**config.mk**
```make
export PLATFORM = sky130hd
export DESIGN_NAME = retireReg
export DESIGN_NICKNAME = d
export VERILOG_FILES = /design/src/hdl/pipePkg.sv /design/src/hdl/pipeRegs.sv
export SDC_FILE = /design/constraint.sdc
export NUM_CORES = 1
export LEC_CHECK = 0
export ABC_AREA = 0
export BUFFER_PORTS_ARGS = -buffer_cell sky130_fd_sc_hd__buf_4
export CORE_UTILIZATION = 25
export CTS_CLUSTER_SIZE = 20
export DETAILED_ROUTE_END_ITERATION = 10
export GPL_TIMING_DRIVEN = 0
export PLACE_DENSITY = 0.58
export SKIP_CTS_REPAIR_TIMING = 1
export SYNTH_ARGS = -nofsm -noshare
export SYNTH_HDL_FRONTEND = slang
export SYNTH_SLANG_ARGS = --single-unit
```
**constraint.sdc**
```tcl
create_clock -name clk -period 8.36 [get_ports clk]
set_input_delay 2.508 -clock clk [delete_from_list [all_inputs] [get_ports clk]]
set_output_delay 2.508 -clock clk [all_outputs]
set_load 0.05 [all_outputs]
```
**src/hdl/pipePkg.sv**
```systemverilog
package pipePkg;

    localparam int XLEN = 32;
    localparam int IdxW = 5;   // register index width.

    typedef enum logic [5:0] {
        opRtype    = 6'h00,
        opAddi     = 6'h08,
        opOri      = 6'h0d,
        opLui      = 6'h0f,
        opSpecial2 = 6'h1c   // holds mul.
    } opcode_e;

    typedef enum logic [5:0] {
        fnMul = 6'h02,
        fnAdd = 6'h20,
        fnSub = 6'h22,
        fnAnd = 6'h24,
        fnOr  = 6'h25,
        fnXor = 6'h26,
        fnSlt = 6'h2a
    } funct_e;

    typedef enum logic [2:0] {
        aluAdd, aluSub, aluAnd, aluOr, aluXor, aluSlt, aluLui, aluMul
    } aluOp_e;

    typedef struct packed {
        opcode_e         opcode;
        logic [IdxW-1:0] rs;
        logic [IdxW-1:0] rt;
        logic [IdxW-1:0] rd;
        logic [4:0]      shamt;
        funct_e          funct;
    } rFmt_t;

    typedef struct packed {
        opcode_e         opcode;
        logic [IdxW-1:0] rs;
        logic [IdxW-1:0] rt;
        logic [15:0]     imm;
    } iFmt_t;

    typedef union packed {
        rFmt_t rFmt;
        iFmt_t iFmt;
    } instrWord_u;

    typedef struct packed {
        logic       valid;
        instrWord_u word;
    } fetch_t;

    typedef struct packed {
        logic            valid;
        aluOp_e          op;
        logic [IdxW-1:0] rs;
        logic [IdxW-1:0] rt;
        logic            useRs;
        logic            useRt;   // low selects the immediate as operand b.
        logic [IdxW-1:0] rd;
        logic            wr;
        logic [XLEN-1:0] imm;
        logic            mul;
    } decoded_t;

    typedef struct packed {
        logic            valid;
        logic [IdxW-1:0] rd;
        logic            wr;
        logic            mul;
        logic [XLEN-1:0] result;
        logic [XLEN-1:0] srcA;
        logic [XLEN-1:0] srcB;
    } exec_t;

    typedef struct packed {
        logic            valid;
        logic [IdxW-1:0] rd;
        logic [XLEN-1:0] value;
    } retire_t;

endpackage

```
**src/hdl/pipeRegs.sv**
```systemverilog



module retireReg (
    input  logic                 clk,
    input  logic                 reset,
    input  logic                 stall,
    input  logic                 flush,
    input  pipePkg::exec_t [1:0] in,
    output pipePkg::exec_t [1:0] out
);
    import pipePkg::*;

    always_ff @(posedge clk, posedge reset)
    begin
        if (reset)
        begin
            out <= '0;
        end
        else if (flush)
        begin
            out <= '0;   // bubble while C holds a mul.
        end
        else if (!stall)
        begin
            out <= in;
        end
    end

endmodule

```
After elaboration in Yosys (flattened, before gate mapping)
Cells that the tools add are included.
Widths: inputs -> output; s select.
Operators by class
  eq/ne operators: 1
  mux-type cells: 2
Operators with widths (number)
  $mux 208: 2
  $ne 2x1->1 const B: 1
Storage, ports and cells
  flip-flop bits (word level): 208
  input bits: 212
  output and inout port bits: 208
  word-level logic and storage cells: 17

Logic depth before layout (Yosys ltp)
Gate-level depths: netlist of run 1.
  word-level depth: 2
  mapped depth: 5
  depth with buffers taken out: 2

Worst setup path before layout of run 1
No wires, ideal clock.
  kind: input -> register
  start: input stall
  end: register out[100] (netlist name)
  setup time: 0.132 ns
  data arrival time: 3.195 ns
  required time: 8.228 ns
  slack: 5.033 ns
  stages on the path: 5
  path buffers: 3
  cell sequence: buf_4 > buf_6 > buf_6 > mux2i_1 > nor2_1
On the way
  word-level cells in the longest chain between the ends: 1
RTL lines
  from (decl): line pipeRegs.sv:7  | input logic stall,
  $ne 2x1->1 (no source line)
  to (signal assigned): line pipeRegs.sv:26  | out <= in;
  to (decl): line pipeRegs.sv:10  | output pipePkg::exec_t [1:0] out
No other way between the ends.
A chain may end at the register's enable or synchronous reset.

Worst setup path after layout of run 1
  start: register out[205] (netlist name)
  end: output out[205] (netlist name)
No word-level cell between the ends.

==> metrics.yaml, run 1 <==
status: "complete, no violations"
diodes: 0
r2r-end: "out[55]"
num_vias: 6538
hold_class: "reg -> reg"
htreeDepth: 1
end_kind: "output pin"
route.detailed.drc: 0
critPathLaunchType: "register"
routed_wl_um: 25700
area_delta_synth_final_pct: 53.4
nets: 1327
viasPerCell: 4.16
holdWs_ps: 519
critical_path_class: "reg -> out"
r2r_slack_ps: 7610
drt_pre_antenna_iters: 4
hold_viol: 0
initial_core_util: 0.256
static-leakage-power_nw: 7.04
synth_common_cells: "dfrtp_1, mux2i_1, nor2_1"
wl_per_cell_um: 16.4
cts_root_buffer: "clkbuf_16"
critical_path_buf_inv_count: 1
syn_area_um2: 8390
synth_cells: 671
die-area_um2: 34300
fp.dieH_um: 185
setup_viol: 0
clock.fmax_ghz: 0.275
switching_share: 0.298
largest_reg_flops: 208
yosys_register_bits: 208
netlist.area_leader.share: 0.620
r2r-start: "out[55]"
place_inst: 1531
drt_iter0_drc: 230
synth_top_flop_cell: "dfrtp_1"
rr_worst_depth: 2
ir_drop_mv: 0.119
worst_skew_pair.late_latency_ps: 510
clk_path_buf_depth: 3
min_period_ps: 3630
num_rows: 66
grt_usage: 0.143
power_density_nw_per_um2: 207
drive_above_1_share: 0.428
synth_nets: 883
tightestPinTransition_ps: 766
cap_violations: 0
critical_path.max_fanout: 2
path_clk_slew_ps: 60
regMostFlops: "out"
place.gp.congestion: 0.742
min_to: "out[42]"
yosysTopAreaCell: "dfrtp_1"
ant_nets: 0
antenna_found_initial: 1
finClkSkew_ps: 0
cp.depth: 1
grt_overflow: 0
critical_path.top_delay_family: "flip-flops"
slew_headroom: 0.489
cts_buffers: 24
avgSynthCellArea_um2: 12.5
synth_edf_count: 0
die_x_um: 185
period_share: 0.434
io_pins: 420
holdPathStages: 2
grt_pass1_vias: 6728
postSynth.asyncResetShare: 1.00
path_cells: "buf_4"
hpwl_um: 19000
p_clk_frac: 0.381
crit_slowest_cell: "dfrtp_1"
holdCritStartpoint: "out[42]"
coreArea_um2: 32800
ys_seq_area_frac: 0.620
power_frac_comb: 0.208
synth_warnings: 0
drv_slew: 0
cts.sinks: 208
rsz0062_at_grt: "false"
required_ps: 5850
crit_arrival_ps: 1120
pwr-share-seq: 0.411
netlist-cell-type-count: 8
grt_max_degree: 107
reg_top3: "out (208)"
grt_pass1_wl_um: 38000
power_switching_mw: 0.796
ys_top_cells_by_area: "dfrtp_1, mux2i_1, nor2_1"
power.internal_mw: 1.87
layout.cells.non_filler: 1572
cpPeakStageDelay_ps: 400
cts_tree: "built"
io_buffers: 417
-- per-stage QoR --
step	total power, mW	setup slack [ps]	util	area, um2	setup TNS, ps
global placement	1.67	-2800	0.368	12100	-577810
detailed placement	1.68	4460	0.369	12100	0
global route	2.78	4690	0.393	12900	0
CTS	2.72	4700	0.393	12900	0
finish	2.67	4730	0.393	12900	0
floorplan	1.45	171	-	8390	0
-- cells by family (layout without fill, tap and decap cells) --
family / after synthesis / count (layout) / synth area share
flip-flops: 208 / 208 / 0.620
AND/OR/NAND/NOR: 208 / 208 / 0.0931
buffers and inverters: 47 / 506 / 0.0385
multiplexers: 208 / 208 / 0.248
-- metal layers --
layer,part of all wire,global-route usage
met5,0.00047,0
met4,0.021,0.0350
met3,0.082,0.0450
met2,0.50,0.250
met1,0.40,0.170
-- power groups by stage --
| stage | clock network (mW) | logic [mW] | registers, mW |
|---|---|---|---|
| after global placement | 0 | 0.558 | 1.11 |
| after floorplan | 0 | 0.141 | 1.31 |
| final | 1.02 | 0.555 | 1.10 |
| after CTS | 1.06 | 0.563 | 1.10 |
| after detailed placement | 0 | 0.563 | 1.11 |
| after global routing | 1.09 | 0.589 | 1.10 |
-- cell usage in the layout, fill, tap and decap left out --
cell type and instances:
inv_8 1, clkbuf_8 7, mux2i_1 208, dfrtp_1 208, buf_4 426, nor2_1 208
buf_6 14, clkinv_2 3, clkbuf_1 22, clkbuf_16 25, clkinvlp_4 1, buf_2 6
buf_16 1
-- area by class of cell --
class | count | area (um2)
multi-input combinational | 416 | 2860
sequential | 208 | 5200
inverter | 1 | 11.3
tap | 442 | 553
clock buffer | 37 | 741
buffer | 46 | 319
clock inverter | 4 | 22.5
timing repair buffer | 418 | 3160
fill | 3246 | 19900
-- worst max path at each step --
| stage | startpoint | endpoint |
|---|---|---|
| 2_1_floorplan | reset | out[0] |
| 3_3_place_gp | reset | out[154] |
| 3_5_place_dp | flush | out[136] |
| 4_1_cts | out[188] | out[188] |
| 5_1_grt | out[205] | out[205] |
| 6_report | out[205] | out[205] |
Note: power is estimated with default switching activity, not from simulation.
==> run 2, diff against run 1 <==
- clock period: 8.36 -> 3.2 ns (I/O delays scaled with it)
==> metrics.yaml, run 2 (synthesis gave the netlist of run 1 again) <==
ant_nets: 0  # unchanged
path_cells: "buf_4"
tightestPinTransition_ps: 674  # -91.5 ps
hpwl_um: 19600  # +3.3%
worst_skew_pair.late_latency_ps: 500  # about the same
diodes: 0  # unchanged
power_density_nw_per_um2: 534  # +160%
fin_util: 0.394  # +0.00153
clock.fmax_ghz: 0.479
die_x_um: 185  # unchanged
area_delta_synth_final_pct: 54.0
dpl_cell_area_um2: 12200  # +0.73%
critical_path_buf_inv_count: 1  # unchanged
antenna_found_initial: 0  # -1
cts_tree: "built"
grt_pass1_wl_um: 38400  # +0.87%
cap_violations: 0  # unchanged
io_pins: 420  # unchanged
required_ps: 2240  # -3610 ps
fill_cells: 3269  # +0.71%
initial_core_util: 0.256  # unchanged
design_area_um2: 12900  # +0.39%
num_vias: 6566  # +0.43%
drv_slew: 0  # unchanged
slew_headroom: 0.550  # +0.0610
setup_viol: 0  # unchanged
critical_path.max_fanout: 2  # unchanged
nets: 1332  # +0.38%
multiInputGateArea_um2: 2860  # unchanged
critical_path.top_delay_family: "flip-flops"
hold_viol: 0  # unchanged
place_inst: 1536  # +0.33%
drive_above_1_share: 0.427  # -0.00151
reg_top3: "out (208)"
layout_commonest_cell: "buf_4"
viasPerCell: 4.17  # +0.17%
min_period_ps: 2090
critPathLaunchType: "register"
path_clk_slew_ps: 60  # about the same
drt_pre_antenna_iters: 4  # unchanged
die-area_um2: 34300  # unchanged
crit_arrival_ps: 1130  # about the same
num_rows: 66  # unchanged
cts_buffers: 24  # unchanged
cts.sinks: 208  # unchanged
fin_tns_setup_ps: 0  # unchanged
routed_wl_um: 25900  # +0.80%
largest_reg_flops: 208  # unchanged
htreeDepth: 1  # unchanged
clk_path_buf_depth: 3  # unchanged
coreArea_um2: 32800  # unchanged
io_buffers: 417  # unchanged
grt_usage: 0.144  # +0.00116
rsz0062_at_grt: "false"
drt_iter0_drc: 215  # -6.5%
route.detailed.drc: 0  # unchanged
critical_path_class: "reg -> out"
regMostFlops: "out"
ir_drop_mv: 0.341  # +190%
hold_class: "in -> async"
place.gp.congestion: 0.763  # +2.9%
finClkSkew_ps: 0  # unchanged
crit_slowest_cell: "dfrtp_1"
layout.cells.non_filler: 1576  # +0.25%
wl_per_cell_um: 16.5  # +0.54%
seqCellArea_um2: 5200  # unchanged
fp.dieH_um: 185  # unchanged
grt_overflow: 0  # unchanged
grt_pass1_vias: 6788  # +0.89%
static-leakage-power_nw: 7.05  # +0.24%
grt_max_degree: 41  # -62%
period_share: 0.652
status: "complete, no violations"
mostFrequentLayoutCells: "buf_4, mux2i_1, nor2_1, dfrtp_1, clkbuf_1"
end_kind: "output pin"
cts_root_buffer: "clkbuf_16"
cpPeakStageDelay_ps: 410  # about the same
run 2: worst reg2reg max path: stages (launching register included):
cell and delay (ps):
dfrtp_1 400, mux2i_1 160, nor2_1 50
run 2: worst paths after layout:
kind | start | to | slack, ps | cells past startpoint
setup reg to reg | out[42] | out[42] | 2460 | 2
min in group clk | out[37] | out[37] | 520 | 2
hold / removal | reset | out[181] | 390 | 2
hold reg to reg | out[37] | out[37] | 520 | 2
max in group asynchronous | reset | out[150] | 2080 | 4
setup / recovery | out[140] | out[140] | 1110 | 1
run 2: metrics by stage:
| stage | hold slack, ps | worst slack, ps | total power, mW |
|---|---|---|---|
| after CTS | 363 | 1070 | 7.03 |
| after detailed placement | 513 | 706 | 4.39 |
| final | 390 | 1110 | 6.90 |
| after global placement | 505 | -2020 | 4.36 |
| after floorplan | 831 | -460 | 3.80 |
| after global routing | 373 | 1070 | 7.21 |
run 2: layer usage:
layer | share of wire | GRT usage
met5 | 0 | 0
met4 | 0.027 | 0.0410
met3 | 0.081 | 0.0448
met2 | 0.51 | 0.258
met1 | 0.38 | 0.164
run 2: report_power, final:
| part | internal (mW) | leakage, nW | switching, mW |
|---|---|---|---|
| combinational | 0.545 | 3.94 | 0.919 |
| sequential | 2.78 | 2.76 | 0.0840 |
| clock | 1.51 | 0.355 | 1.06 |
run 2: cell type report:
class                      instances  share of cell area
tap                              442              0.0428
clock buffer                      38              0.0553
sequential                       208               0.403
multi-input combinational        416               0.222
clock inverter                     2            0.000775
timing repair buffer             423               0.252
inverter                           1            0.000581
buffer                            46              0.0247
==> run 3, diff against run 2 <==
- ABC_AREA: 0 -> 1
- PLACE_DENSITY: 0.58 -> 0.56
- clock period: 3.2 -> 2.2 ns (I/O delays scaled with it)
==> metrics.yaml, run 3 <==
nets: 1565  # +17%
power_switching_mw: 3.16  # +53%
drt_pre_antenna_iters: 5  # +1
grt_pass1_vias: 8037  # +18%
path_clk_slew_ps: 60  # about the same
area_delta_synth_final_pct: 57.1
diodes: 0  # unchanged
static-leakage-power_nw: 7.28  # +3.2%
wl_per_cell_um: 16.7  # +1.5%
power_frac_comb: 0.191  # -0.021
pwr-share-seq: 0.396  # -0.019
cts_tree: "built"
regMostFlops: "out"
netlist.area_leader.share: 0.638  # +0.0173
grt_overflow: 0  # unchanged
critical_path.top_delay_family: "flip-flops"
switching_share: 0.300  # +0.00125
grt_pass1_wl_um: 46300  # +21%
drt_iter0_drc: 305  # +42%
cts.sinks: 208  # unchanged
route.detailed.drc: 0  # unchanged
tightestPinTransition_ps: 822  # +148 ps
worst_skew_pair.late_latency_ps: 530  # +30 ps
synth_most_common_cell: "nand2_1"
die_x_um: 183  # -1.4%
ir_drop_mv: 0.469  # +38%
postSynth.asyncResetShare: 1.00  # unchanged
critPathLaunchType: "register"
largest_reg_flops: 208  # unchanged
cts_root_buffer: "clkbuf_16"
io_buffers: 419  # +0.48%
initial_core_util: 0.257  # +0.000764
clock.fmax_ghz: 0.553
num_rows: 65  # -1.5%
synth_common_cells: "nand2_1, dfrtp_1, nand3_1"
synth_top_flop_cell: "dfrtp_1"
drv_slew: 0  # unchanged
yosys_register_bits: 208  # unchanged
viasPerCell: 4.37  # +4.8%
ys_seq_area_frac: 0.638  # +0.0173
end_kind: "output pin"
io_pins: 420  # unchanged
syn_area_um2: 8160  # -2.7%
critical_path_class: "reg -> out"
place.gp.congestion: 0.771  # +1.0%
crit_slowest_cell: "dfrtp_1"
power_density_nw_per_um2: 822  # +54%
yosysTopAreaCell: "dfrtp_1"
coreArea_um2: 31800  # -3.0%
fin_ws_ps: 391  # -723 ps
drive_above_1_share: 0.372  # -0.0544
setup_viol: 0  # unchanged
ant_nets: 0  # unchanged
dpl_worst_slack_ps: -89.7  # -795 ps
mostFrequentLayoutCells: "buf_4, nand2_1, nand3_1, dfrtp_1, buf_2"
avgSynthCellArea_um2: 9.05  # -28%
cts_buffers: 25  # +4.2%
slew_headroom: 0.451  # -0.0999
reg_top3: "out (208)"
finalPower_mw: 10.5  # +53%
grt_usage: 0.178  # +0.0331
die-area_um2: 33400  # -2.7%
rsz0062_at_grt: "false"
clk_path_buf_depth: 3  # unchanged
critical_path.max_fanout: 2  # unchanged
grt_max_degree: 40  # -2.4%
synth_edf_count: 0  # unchanged
htreeDepth: 1  # unchanged
period_share: 0.822
cpPeakStageDelay_ps: 410  # about the same
num_vias: 7888  # +20%
required_ps: 1540  # -700 ps
layout_commonest_cell: "buf_4"
ys_top_cells_by_area: "dfrtp_1, nand2_1, nand3_1"
min_period_ps: 1810
path_cells: "buf_4"
hold_viol: 0  # unchanged
status: "complete, no violations"
synth_warnings: 0  # unchanged
antenna_found_initial: 0  # unchanged
power.internal_mw: 7.38  # +53%
crit_arrival_ps: 1150  # +20 ps
cap_violations: 0  # unchanged
netlist-cell-type-count: 10  # +2
hpwl_um: 22600  # +15%
fp.dieH_um: 183  # -1.4%
hold_class: "in -> async"
synth_nets: 1114  # +26%
p_clk_frac: 0.413  # +0.040
synth_cells: 902  # +34%
routed_wl_um: 30200  # +16%
critical_path_buf_inv_count: 1  # unchanged
finClkSkew_ps: 0  # unchanged
run 3: power by group through the flow:
| stage | combinational [mW] | sequential (mW) | clock (mW) |
|---|---|---|---|
| final | 2.02 | 4.17 | 4.35 |
| after global routing | 2.15 | 4.19 | 4.63 |
| after CTS | 2.05 | 4.17 | 4.50 |
| after detailed placement | 2.05 | 4.23 | 0 |
| after global placement | 2.02 | 4.23 | 0 |
| after floorplan | 0.393 | 4.98 | 0 |
run 3: final timing paths:
check | slack [ps] | from | depth (start not counted) | endpoint
min | 280 | reset | 2 | out[151]
max in group asynchronous | 720 | reset | 5 | out[40]
max reg2reg | 1500 | out[87] | 2 | out[87]
max | 390 | out[87] | 1 | out[87]
min in group clk | 320 | in[198] | 3 | out[198]
min reg2reg | 510 | out[39] | 2 | out[39]
run 3: worst reg2reg max path, cell delays in order, from the launching register on:
cell and delay (ps):
dfrtp_1 420, nand3_1 100, nand2_1 60
run 3: logic make-up (layout without fill, tap and decap cells):
kind of cell	after synthesis	count (layout)	share of synthesized area
AND/OR/NAND/NOR	625	625	0.320
flip-flops	208	208	0.638
buffers and inverters	69	539	0.0422
run 3: area by class of cell:
type | instances | area (um2)
fill | 3264 | 19000
sequential | 208 | 5200
timing repair buffer | 424 | 3250
multi-input combinational | 625 | 2610
clock buffer | 34 | 689
tap | 435 | 544
buffer | 67 | 337
clock inverter | 12 | 174
inverter | 2 | 11.3
run 3: layer usage:
layer / vias up / share of wire / track usage / wire length [um]
met5: - / 0 / 0 / 0
met4: 0 / 0.019 / 0.0403 / 563
met3: 35 / 0.10 / 0.0613 / 3090
met2: 333 / 0.48 / 0.306 / 14500
met1: 3721 / 0.40 / 0.212 / 12100
li1: 3799 / - / - / -
run 3: metrics by stage:
stage / hold slack, ps / instance area [um2] / util / instances / TNS, ps
CTS: 287 / 12800 / 0.403 / 1807 / 0
global placement: 491 / 11900 / 0.373 / 1756 / -554500
detailed placement: 494 / 12000 / 0.376 / 1761 / -267
global route: 304 / 12800 / 0.403 / 1807 / 0
floorplan: 770 / 8170 / - / 902 / -241330
finish: 283 / 12800 / 0.403 / 1807 / 0
